<file path="config.mk">
export PLATFORM = sky130hd
export DESIGN_NAME = pbs_axis_top
export DESIGN_NICKNAME = d
export VERILOG_FILES = /design/src/axis_pkg.sv /design/src/pbs_pkg.sv /design/src/pbs_fifo_if.sv /design/src/pbs_axis_bridge.sv /design/src/pbs_axis_top.sv /design/src/pbs_fallthrough_fifo.sv /design/src/pbs_hdr_decode.sv
export VERILOG_INCLUDE_DIRS = /design/src
export SDC_FILE = /design/constraint.sdc
export NUM_CORES = 1
export LEC_CHECK = 0
export BUFFER_PORTS_ARGS = -buffer_cell sky130_fd_sc_hd__buf_2
export CORE_MARGIN = 4
export CORE_UTILIZATION = 55
export DETAILED_ROUTE_END_ITERATION = 10
export PLACE_DENSITY = 0.75
export SLEW_MARGIN = 20
export SYNTH_ARGS = -nofsm -noshare
export SYNTH_HDL_FRONTEND = slang
export SYNTH_HIERARCHICAL = 1
export SYNTH_SLANG_ARGS = --single-unit
</file>
<file path="constraint.sdc">
create_clock -name clk -period 4.1 [get_ports clk]
set_clock_uncertainty 0.05 [all_clocks]
set_input_delay 0 -clock clk [delete_from_list [all_inputs] [get_ports clk]]
set_output_delay 0 -clock clk [all_outputs]
set_load 0.02 [all_outputs]
</file>
<file path="src/bridge_consts.svh">
// Widths and codes shared by the packages and the RTL
// The decode logic assumes 64-bit data with an 8-bit control byte
`ifndef BRIDGE_CONSTS_SVH
`define BRIDGE_CONSTS_SVH

// Packet-bus word
`define PBS_DATA_W 64
`define PBS_CTRL_W 8

// Port count; one bit per queue in the destination bitmap
`define PBS_NUM_QUEUES 8

// Source port field width, log2 of the queue count
`define PBS_SRC_W 3

// Input FIFO depth as a power of two
`define PBS_FIFO_DEPTH_BITS 2

// Control byte that marks a module header word
`define PBS_HDR_CTRL 8'hFF

// AXIS sideband
`define AXIS_USER_W 128

`endif

</file>
<file path="src/axis_pkg.sv">
// AXIS sideband layouts for the bridge output
// tuser is fixed at 128 bits with the upper part zero
`include "bridge_consts.svh"

package axis_pkg;

   // tuser fields, top bit first
   typedef struct packed {
      logic [`AXIS_USER_W-33:0]   pad;          // Always zero
      logic [`PBS_NUM_QUEUES-1:0] dst_ports;
      logic [`PBS_NUM_QUEUES-1:0] src_onehot;
      logic [15:0]                len;
   } axis_user_t;

   // One strobe bit per data byte
   typedef logic [`PBS_DATA_W/8-1:0] axis_strb_t;

endpackage

</file>
<file path="src/pbs_pkg.sv">
// Packet-bus word layouts
// Header fields sit at fixed bit positions: length at 0, source at 16, destination at 48
`include "bridge_consts.svh"

package pbs_pkg;

   // One control byte per word; FF is a header, 0 is payload, one-hot ends a packet
   typedef logic [`PBS_CTRL_W-1:0] pbs_ctrl_t;

   // Module header, top bit first
   typedef struct packed {
      logic [7:0]                 rsvd_hi;
      logic [`PBS_NUM_QUEUES-1:0] dst_ports;   // Bitmap at bit 48
      logic [28:0]                rsvd_mid;
      logic [`PBS_SRC_W-1:0]      src_port;    // Port number at bit 16
      logic [15:0]                len;         // Bytes in the packet
   } pbs_hdr_t;

   // Same 64 bits read as a header or as byte lanes
   typedef union packed {
      pbs_hdr_t                          hdr;
      logic [`PBS_DATA_W/8-1:0][7:0]     lanes;   // Lane 0 is the low byte
   } pbs_word_t;

   // One FIFO entry
   typedef struct packed {
      pbs_ctrl_t ctrl;
      pbs_word_t word;
   } pbs_entry_t;

endpackage

</file>
<file path="src/pbs_fifo_if.sv">
// Read side of the input FIFO
// entry is only meaningful while empty is low
`timescale 1ns/1ps

interface pbs_fifo_if;
   import pbs_pkg::*;

   pbs_entry_t entry;   // Head of the FIFO
   logic       empty;
   logic       rd_en;   // Pops the head at the next edge

   modport fifo_side (
      output entry,
      output empty,
      input  rd_en
   );

   modport bridge_side (
      input  entry,
      input  empty,
      output rd_en
   );

endinterface

</file>
<file path="src/pbs_axis_bridge.sv">
// PBS to AXIS bridge: header words set tuser, data words become beats
// Output register is held while tvalid is high and tready is low
`timescale 1ns/1ps
`include "bridge_consts.svh"

module pbs_axis_bridge (
   input  logic                   clk,
   input  logic                   reset,
   pbs_fifo_if.bridge_side        fifo,
   output logic [`PBS_DATA_W-1:0] axis_tdata,
   output axis_pkg::axis_strb_t   axis_tstrb,
   output axis_pkg::axis_user_t   axis_tuser,
   output logic                   axis_tvalid,
   output logic                   axis_tlast,
   input  logic                   axis_tready
);
   import axis_pkg::*;

   typedef enum logic {
      S_HEADER,
      S_PAYLOAD
   } state_t;

   state_t                 state;
   state_t                 state_next;

   axis_user_t             user_dec;
   axis_user_t             user_held;   // From the latest header
   axis_strb_t             last_strb;
   logic [`PBS_DATA_W-1:0] data_swapped;
   logic                   is_hdr;
   logic                   is_data;
   logic                   is_last;

   logic                   out_free;
   logic                   load_beat;
   logic                   hdr_load;

   pbs_hdr_decode u_decode (
      .head         (fifo.entry),
      .user         (user_dec),
      .data_swapped (data_swapped),
      .last_strb    (last_strb),
      .is_hdr       (is_hdr),
      .is_data      (is_data),
      .is_last      (is_last)
   );

   // Output slot can take a beat this cycle
   assign out_free = !axis_tvalid || axis_tready;

   always_comb begin
      state_next  = state;
      fifo.rd_en  = 1'b0;
      load_beat   = 1'b0;
      hdr_load    = 1'b0;

      if (!fifo.empty) begin
         case (state)
            S_HEADER: begin
               if (is_hdr) begin
                  hdr_load   = 1'b1;   // A later header overwrites this one
                  fifo.rd_en = 1'b1;
               end else if (is_data) begin
                  if (out_free) begin
                     load_beat  = 1'b1;
                     fifo.rd_en = 1'b1;
                     if (!is_last) begin
                        state_next = S_PAYLOAD;   // Single-word packets stay here
                     end
                  end
               end else begin
                  fifo.rd_en = 1'b1;   // Stray word, drop it
               end
            end

            S_PAYLOAD: begin
               if (out_free) begin
                  load_beat  = 1'b1;
                  fifo.rd_en = 1'b1;
                  if (is_last) begin
                     state_next = S_HEADER;
                  end
               end
            end
         endcase
      end
   end

   always_ff @(posedge clk) begin
      if (reset) begin
         user_held <= '0;
      end else if (hdr_load) begin
         user_held <= user_dec;
      end
   end

   always_ff @(posedge clk) begin
      if (reset) begin
         state       <= S_HEADER;
         axis_tvalid <= 1'b0;
         axis_tlast  <= 1'b0;
         axis_tdata  <= '0;
         axis_tstrb  <= '0;
         axis_tuser  <= '0;
      end else begin
         state <= state_next;
         if (load_beat) begin
            axis_tvalid <= 1'b1;
            axis_tlast  <= is_last;
            axis_tdata  <= data_swapped;
            axis_tstrb  <= is_last ? last_strb : '1;   // Full word unless last
            axis_tuser  <= user_held;
         end else if (axis_tready) begin
            // Beat taken with nothing behind it
            axis_tvalid <= 1'b0;
            axis_tlast  <= 1'b0;
         end
      end
   end

endmodule

</file>
<file path="src/pbs_axis_top.sv">
// PBS write port in, AXIS master out
// Sender must hold off while pbs_rdy is low; one extra word is absorbed
`timescale 1ns/1ps
`include "bridge_consts.svh"

module pbs_axis_top (
   input  logic                   clk,
   input  logic                   reset,

   // PBS write side
   input  logic [`PBS_DATA_W-1:0] pbs_data,
   input  logic [`PBS_CTRL_W-1:0] pbs_ctrl,
   input  logic                   pbs_wr,
   output logic                   pbs_rdy,

   // AXIS master
   output logic [`PBS_DATA_W-1:0] axis_tdata,
   output axis_pkg::axis_strb_t   axis_tstrb,
   output axis_pkg::axis_user_t   axis_tuser,
   output logic                   axis_tvalid,
   output logic                   axis_tlast,
   input  logic                   axis_tready
);
   import pbs_pkg::*;

   pbs_entry_t pbs_in;
   logic       fifo_nearly_full;

   pbs_fifo_if fifo_rd ();

   assign pbs_in  = {pbs_ctrl, pbs_data};   // Control byte on top
   assign pbs_rdy = !fifo_nearly_full;

   pbs_fallthrough_fifo u_fifo (
      .clk         (clk),
      .reset       (reset),
      .din         (pbs_in),
      .wr_en       (pbs_wr),
      .nearly_full (fifo_nearly_full),
      .fifo        (fifo_rd.fifo_side)
   );

   pbs_axis_bridge u_bridge (
      .clk         (clk),
      .reset       (reset),
      .fifo        (fifo_rd.bridge_side),
      .axis_tdata  (axis_tdata),
      .axis_tstrb  (axis_tstrb),
      .axis_tuser  (axis_tuser),
      .axis_tvalid (axis_tvalid),
      .axis_tlast  (axis_tlast),
      .axis_tready (axis_tready)
   );

endmodule

</file>
<file path="src/pbs_fallthrough_fifo.sv">
// First-word-fall-through FIFO, head always on fifo.entry
// Writes while full are dropped; nearly_full leaves one slot of slack
`timescale 1ns/1ps
`include "bridge_consts.svh"

module pbs_fallthrough_fifo (
   input  logic                 clk,
   input  logic                 reset,
   input  pbs_pkg::pbs_entry_t  din,
   input  logic                 wr_en,
   output logic                 nearly_full,
   pbs_fifo_if.fifo_side        fifo
);
   import pbs_pkg::*;

   localparam int DEPTH = 1 << `PBS_FIFO_DEPTH_BITS;

   // Occupancy thresholds at the count width
   localparam logic [`PBS_FIFO_DEPTH_BITS:0] FULL_CNT = {1'b1, {`PBS_FIFO_DEPTH_BITS{1'b0}}};
   localparam logic [`PBS_FIFO_DEPTH_BITS:0] NEAR_CNT = FULL_CNT - 1'b1;

   pbs_entry_t mem [DEPTH];

   logic [`PBS_FIFO_DEPTH_BITS-1:0] wr_ptr;
   logic [`PBS_FIFO_DEPTH_BITS-1:0] rd_ptr;
   logic [`PBS_FIFO_DEPTH_BITS:0]   count;
   logic                            do_wr;
   logic                            do_rd;

   assign do_wr = wr_en && (count != FULL_CNT);
   assign do_rd = fifo.rd_en && (count != '0);   // Guard against a pop on empty

   // Storage
   always_ff @(posedge clk) begin
      if (do_wr) begin
         mem[wr_ptr] <= din;
      end
   end

   // Pointers and occupancy
   always_ff @(posedge clk) begin
      if (reset) begin
         wr_ptr <= '0;
         rd_ptr <= '0;
         count  <= '0;
      end else begin
         if (do_wr) begin
            wr_ptr <= wr_ptr + 1'b1;   // Wraps at depth
         end
         if (do_rd) begin
            rd_ptr <= rd_ptr + 1'b1;
         end
         case ({do_wr, do_rd})
            2'b10:   count <= count + 1'b1;
            2'b01:   count <= count - 1'b1;
            default: count <= count;   // Idle or simultaneous push and pop
         endcase
      end
   end

   // Head falls through with no read latency
   assign fifo.entry  = mem[rd_ptr];
   assign fifo.empty  = (count == '0);
   assign nearly_full = (count >= NEAR_CNT);

endmodule

</file>
<file path="src/pbs_hdr_decode.sv">
// Combinational decode of the FIFO head word
// Only one-hot control bytes count as last words; 0 and FF are the other legal codes
`timescale 1ns/1ps
`include "bridge_consts.svh"

module pbs_hdr_decode (
   input  pbs_pkg::pbs_entry_t   head,
   output axis_pkg::axis_user_t  user,
   output logic [`PBS_DATA_W-1:0] data_swapped,
   output axis_pkg::axis_strb_t  last_strb,
   output logic                  is_hdr,
   output logic                  is_data,
   output logic                  is_last
);
   import pbs_pkg::*;

   pbs_hdr_t                   hdr;
   pbs_ctrl_t                  ctrl;
   logic [`PBS_NUM_QUEUES-1:0] src_onehot;
   logic                       ctrl_onehot;

   assign ctrl = head.ctrl;
   assign hdr  = head.word.hdr;   // Header view of the word

   always_comb begin
      src_onehot = '0;
      src_onehot[hdr.src_port] = 1'b1;
   end

   assign user.pad        = '0;
   assign user.dst_ports  = hdr.dst_ports;
   assign user.src_onehot = src_onehot;
   assign user.len        = hdr.len;

   // Byte lane i takes lane 7-i
   always_comb begin
      for (int i = 0; i < `PBS_DATA_W/8; i++) begin
         data_swapped[i*8 +: 8] = head.word.lanes[`PBS_DATA_W/8-1-i];
      end
   end

   // Control bit 7-k set means k+1 valid bytes
   always_comb begin
      last_strb = '0;
      for (int k = 0; k < `PBS_CTRL_W; k++) begin
         if (ctrl == (pbs_ctrl_t'(1) << (`PBS_CTRL_W-1-k))) begin
            last_strb = {`PBS_CTRL_W{1'b1}} >> (`PBS_CTRL_W-1-k);
         end
      end
   end

   // Exactly one bit set
   assign ctrl_onehot = (ctrl != '0) && ((ctrl & (ctrl - 1'b1)) == '0);

   assign is_hdr  = (ctrl == `PBS_HDR_CTRL);
   assign is_last = ctrl_onehot;
   assign is_data = (ctrl == '0) || ctrl_onehot;   // Neither class means a stray word

endmodule

</file>
==> impl_metrics.csv, run 1 <==
group,metric,value,unit
status,status,"finished clean",
place,hpwlAfterDp,31.9,mm
worst_setup_path,crit_top_cell,"inv_1",
worst_setup_path,crit_path_start_kind,"flip-flop",
place,dp_cells,2817,
sta,tightest_slew,0.813,ns
place,gp_congestion,0.756,
layout,fin_cells,3020,
die,fp.dieArea,0.0513,sq mm
layout,final_core_util,63.7,%
die,row_count,79,
layout,final_cell_mix,"nand2b_1, dfxtp_1, edfxtp_1, buf_2, nand2_1",
drt,drc,0,
worst_hold_path,hp-start,"pbs_data[20]",
sta,hold_violations,0,
die,die_w,226,microns
sta,max_freq,261,MHz
drt,vias_per_cell,5.11,
worst_setup_path,crit_fanout,10,
worst_setup_path,endpoint_kind,"flip-flop",
synthesis,synth_edf_count,288,
die,initial_core_util,56.0,%
power,power_density,495,mW/mm^2
sta,setup_tns,0,ns
worst_setup_path,crit_required,4.58,ns
place,placed_area,0.0268,sq mm
power,ir_worst_vdd,0.000472,V
sta,relSlewSlack,45.8,%
synthesis,netlist_instances,2128,
global_routing,grt_pass1_wl,83.0,mm
synthesis,ys_types,55,
sta,finalMaxSlewViolations,0,
worst_hold_path,hold_class,"input port to flip-flop",
global_routing,groute.usage.overall,20.4,%
layout,layout.nets,2438,
die,coreArea,0.0469,sq mm
worst_setup_path,worstPathCellList,"mux4_2 -> nor4_4 -> nand2_2 -> a211oi_2 -> o32a_1 -> nor2b_2 -> nor2_1 -> o21a_1 -> o31ai_1 -> inv_1 -> ha_1 -> inv_1 -> fa_1 -> xor2_1 -> or3_1 -> a21oi_1",
cts,root_buffer,"clkbuf_16",
worst_setup_path,r2r_slack,0.27,ns
worst_setup_path,rr_endpoint,"u_fifo/count[2]$_SDFFE_PP0P_",
synthesis,synth_area_leaders,"edfxtp_1, dfxtp_1, nand2b_1",
synthesis,syn_avg_cell_area,12.3,sq um
cts,cts.path.max_buffers,3,
global_routing,first_global_vias,15400,
worst_setup_path,rr_worst_depth,16,
synthesis,ys_seq_area_share,58.9,%
cts,cts_inserted_buffers,66,
synthesis,yosys.area.top_type,"edfxtp_1",
power,leakagePower,10.6,nW
cts,insertion_delay,0.60,ns
cts,cts.clk_slew.worst_paths,0.06,ns
drt,wirelength,52.7,mm
synthesis,yosysWarnings,6,
global_routing,grt_max_degree,155,
worst_setup_path,critPathMaxStageDelay,0.66,ns
global_routing,antenna_found_initial,7,
drt,firstDrtPassIters,5,
synthesis,synth-async-reset-ratio,0,%
drt,ant_nets,0,
synthesis,syn_area,0.0262,sq mm
cts,h-tree-depth,3,
synthesis,synth_flop_cell,"dfxtp_1",
worst_setup_path,worst_ep_arrival_time,4.31,ns
sta,fin_crit_sh,93.4,%
layout,layout.cells.most_common,"nand2b_1",
drt,vias,15400,
drt,drt-initial-drc-count,1080,
die,die_h,226,microns
sta,setup_viol,0,
power,power.total,14.8,mW
layout,area_growth,13.7,%
place,place.port_buffers,278,
synthesis,synth_top_area_share,33.0,%
worst_setup_path,crit_slowest_cell,"mux4_2",
cts,cts_tree,"yes",
synthesis,synth-seq-cells,628,
global_routing,grt.overflow.total,0,
layout,drive_gt1_share,21.1,%
drt,wire_per_inst,17.4,microns
die,io_pins,279,
worst_setup_path,crit_path_end,"u_fifo/count[2]$_SDFFE_PP0P_",
cts,cts_resized,0,
run,cap_violations,0,
sta,rsz0062_at_grt,"false",
sta,fin_crit,3.83,ns
cts,cts.sinks,628,
layout,finalInstanceArea,0.0298,sq mm
worst_setup_path,worst-setup-path-type,"flip-flop to flip-flop",
-- synth_stat cells (all sizes together), types with 2 or more instances --
master,count
mux2i,195
a31oi,2
o211ai,2
mux4,72
nor3b,4
inv,21
and2,4
nor4b,2
nor2,16
nand2,263
clkbuf,54
nand4,2
edfxtp,288
and3b,2
nand3,2
mux2,9
o21ai,5
o21a,2
or3,2
nor4,5
buf,264
nor3,5
nand2b,389
ha,5
o2111ai,2
dfxtp,340
nor2b,11
xor2,5
or3b,2
a21oi,142
-- registers in the layout (all words and copies together), names as in the netlist, named ones only --
register and flops:
u_bridge/axis_tlast 1, u_bridge/axis_tdata 64, u_bridge/axis_tstrb 8, u_bridge/axis_tvalid 1, u_fifo/count 3, u_bridge/axis_tuser 128
u_bridge/state 1, u_bridge/user_held 128, u_fifo/mem 288, u_fifo/wr_ptr 2, u_fifo/rd_ptr 2
-- cell type report --
type	instances	area, sq um
fill	3529	17000
multi-input combinational	1256	8870
clock inverter	23	206
sequential	628	15500
tap	607	759
inverter	21	78.8
timing repair buffer	383	2450
clock buffer	97	1990
antenna	5	12.5
-- critical path, delay by kind of cell (launching register included) --
kind	cells	cell delay [ns]
compound gates	5	0.84
xor+xnor	1	0.08
fa+ha+maj	2	0.39
buf+inv	2	0.16
flops	1	0.44
mux	1	0.66
simple gates	5	1.14
-- power by group --
part | internal [mW] | leakage (nW) | total (mW) | switching (mW)
combinational | 0.757 | 4.16 | 1.77 | 1.01
sequential | 6.93 | 5.38 | 7.06 | 0.126
clock | 3.52 | 1.09 | 5.93 | 2.41
total | 11.2 | 10.6 | 14.8 | 3.55
-- worst min path at each step --
stage	endpoint	slack, ns	cells past startpoint
2_1_floorplan	u_fifo/mem[0][0]$_DFFE_PP_	0.05	0
3_3_place_gp	u_fifo/mem[2][37]$_DFFE_PP_	0.16	1
3_5_place_dp	u_fifo/mem[3][21]$_DFFE_PP_	0.17	1
4_1_cts	u_fifo/mem[2][20]$_DFFE_PP_	0.06	2
5_1_grt	u_fifo/mem[2][20]$_DFFE_PP_	0.08	2
6_report	u_fifo/mem[2][20]$_DFFE_PP_	0.09	2
-- what timing repair did --
item,CTS,global route
hold buffers,75,0
endpoints found under the hold margin,333,0
setup endpoints to repair,0,1
buffers inserted,0,3
-- cells by family (layout without fill, tap and decap cells) --
kind of cell | after synthesis | count (layout) | share of synthesized area, %
xor gates and xnor gates | 5 | 5 | 0.167
and+or+nand+nor | 711 | 711 | 14.4
other | 1 | 101 | 0.0143
AOI/OAI and AO/OA | 162 | 162 | 3.36
muxes | 276 | 276 | 14.0
DFF | 628 | 628 | 58.9
adders and majority gates | 6 | 6 | 0.315
buffers and inverters | 339 | 524 | 8.78
-- through the flow --
step / hold WS (ns) / setup WS, ns
6_report: 0.0921 / 0.271
5_1_grt: 0.0844 / 0.0265
4_1_cts: 0.0588 / 0.243
3_5_place_dp: 0.165 / 0.266
3_3_place_gp: 0.160 / 0.323
2_1_floorplan: 0.0489 / 0.378
-- per-layer routing --
| layer | track usage (%) | up-vias | share of wire [%] | wire length [microns] |
|---|---|---|---|---|
| li1 | - | 7454 | - | - |
| met1 | 26.2 | 7489 | 41 | 21800 |
| met2 | 33.9 | 396 | 49 | 25900 |
| met3 | 5.93 | 101 | 6.8 | 3570 |
| met4 | 6.07 | 2 | 2.4 | 1290 |
| met5 | 0 | - | 0.025 | 13 |
Note: power is estimated with default switching activity, not from simulation.
==> run 2: changes to the inputs <==
- CORE_UTILIZATION: 55 -> 40
- PLACE_DENSITY: 0.75 -> not set
==> run 2 against run 1 <==
- global-route usage shrank 4.8 points
- largest cell class unchanged
- utilization shrank 17 points
- fmax grew 0.62%
- die area grew 36%
- largest power group unchanged
- routed wire length grew 4.4%
- register-to-register slack gained 0.02 ns
- setup slack gained 0.024 ns
==> impl_metrics.csv, run 2 (synthesis results as in run 1) <==
group,metric,value,unit
status,status,"finished clean",
drt,drc,0,
layout,largest_reg_flops,288,
worst_setup_path,crit_required,4.59,ns
run,cap_violations,0,
layout,largest_registers,"u_fifo/mem (288), u_bridge/axis_tuser (128), u_bridge/user_held (128)",
die,io_pins,279,
sta,rsz0062_at_grt,"false",
worst_setup_path,crit_path_start_kind,"flip-flop",
cts,insertion_delay,0.60,ns
sta,setup_tns,0,ns
die,die_w,264,microns
place,dp_cells,3065,
cts,cts_tree,"yes",
global_routing,first_global_vias,15400,
cts,cts.clk_slew.worst_paths,0.06,ns
cts,cts.sinks,628,
drt,vias,15300,
drt,firstDrtPassIters,5,
die,initial_core_util,40.6,%
worst_setup_path,worst-setup-path-type,"flip-flop to flip-flop",
worst_setup_path,worst_ep_arrival_time,4.29,ns
die,row_count,93,
die,die_h,264,microns
worst_setup_path,endpoint_kind,"flip-flop",
worst_setup_path,crit_fanout,10,
layout,finalInstanceArea,0.0302,sq mm
cts,h-tree-depth,3,
cts,cts.path.max_buffers,3,
sta,fin_crit,3.80,ns
place,hpwlAfterDp,33.9,mm
drt,drt-initial-drc-count,751,
sta,hold_violations,0,
drt,wirelength,55.0,mm
power,leakagePower,10.6,nW
layout,final_cell_mix,"nand2b_1, dfxtp_1, edfxtp_1, buf_2, nand2_1",
sta,tightest_slew,0.991,ns
global_routing,grt.overflow.total,0,
sta,max_freq,263,MHz
power,ir_worst_vdd,0.000385,V
die,fp.dieArea,0.0698,sq mm
cts,post-cts-setup-buffer-count,0,
layout,layout.cells.most_common,"nand2b_1",
global_routing,grt_pass1_wl,87.3,mm
sta,finalMaxSlewViolations,0,
sta,relSlewSlack,33.9,%
cts,root_buffer,"clkbuf_16",
power,power_density,492,mW/mm^2
global_routing,groute.usage.overall,15.6,%
place,placed_area,0.0272,sq mm
layout,drive_gt1_share,21.0,%
drt,vias_per_cell,4.68,
layout,regMostFlops,"u_fifo/mem",
drt,wire_per_inst,16.8,microns
drt,ant_nets,0,
global_routing,grt_max_degree,176,
place,place.port_buffers,278,
layout,area_growth,14.9,%
layout,layout.nets,2438,
cts,cts_inserted_buffers,69,
global_routing,antenna_found_initial,6,
die,coreArea,0.0647,sq mm
worst_hold_path,hold_class,"input port to flip-flop",
sta,setup_viol,0,
power,power.total,14.9,mW
layout,fin_cells,3270,
sta,fin_crit_sh,92.8,%
place,gp_congestion,0.766,
-- run 2: cell count changes in the layout (fill, tap and decap cells not counted) --
cell        previous run  this run
clkbuf_8              14         9
clkinv_1               5         3
buf_12                 6         7
clkinv_16              0         1
clkinvlp_4             1         3
clkbuf_1              13        19
inv_6                  1         2
clkbuf_16             70        71
clkinv_2              10        11
buf_4                 24        20
inv_4                  0         1
clkinv_4               1         0
-- run 2: final timing paths --
check | from | endpoint | slack, ns | cells past startpoint
hold reg to reg | u_bridge/user_held[74]$_SDFFE_PP0P_ | u_bridge/axis_tuser[74]$_SDFFE_PP0P_ | 0.40 | 2
setup reg to reg | flip-flop | u_fifo/count[2]$_SDFFE_PP0P_ | 0.30 | 16
hold / removal | pbs_data[27] | u_fifo/mem[2][27]$_DFFE_PP_ | 0.1 | 2
setup / recovery | flip-flop | u_fifo/count[2]$_SDFFE_PP0P_ | 0.30 | 16
-- run 2: worst max-delay path: stages, from the launching register on --
cell and delay [ns]:
dfxtp_4 0.40, mux4_2 0.63, nor4_4 0.49, nand2_2 0.13, a211oi_2 0.21, o32a_1 0.18
nor2b_2 0.23, nor2_1 0.06, o21a_1 0.20, o31ai_1 0.10, inv_1 0.08, ha_1 0.21
inv_1 0.07, fa_1 0.17, xor2_1 0.08, or3_1 0.31, a21oi_1 0.14
-- run 2: cell type report --
| type | instances | area, sq um |
|---|---|---|
| antenna | 5 | 12.5 |
| clock buffer | 99 | 1970 |
| clock inverter | 26 | 255 |
| fill | 5948 | 34500 |
| inverter | 21 | 78.8 |
| multi-input combinational | 1256 | 8870 |
| sequential | 628 | 15500 |
| tap | 855 | 1070 |
| timing repair buffer | 380 | 2440 |
-- run 2: layer usage --
layer / track usage, % / part of all wire [%]
met1: 20.7 / 45
met2: 25.1 / 47
met3: 4.39 / 6.0
met4: 4.47 / 2.4
met5: 0 / 0.045
-- run 2: per-stage QoR --
| step | setup WS (ns) | hold WS [ns] | util, % |
|---|---|---|---|
| after floorplan | 0.378 | 0.0489 | - |
| after global placement | 0.366 | 0.159 | 42.0 |
| after detailed placement | 0.348 | 0.165 | 42.0 |
| after CTS | 0.350 | 0.0348 | 46.6 |
| after global routing | 0.104 | 0.0669 | 46.6 |
| final | 0.295 | 0.0974 | 46.6 |
-- run 2: timing repair --
action                                 CTS  global route
resized for setup                        0             0
hold buffers                            75             0
endpoints found under the hold margin  328             0
-- run 2: report_power, final --
part | leakage [nW] | internal [mW] | total, mW | switching, mW
clock | 1.09 | 3.51 | 6.02 | 2.51
sequential | 5.38 | 6.93 | 7.05 | 0.116
combinational | 4.15 | 0.754 | 1.78 | 1.03
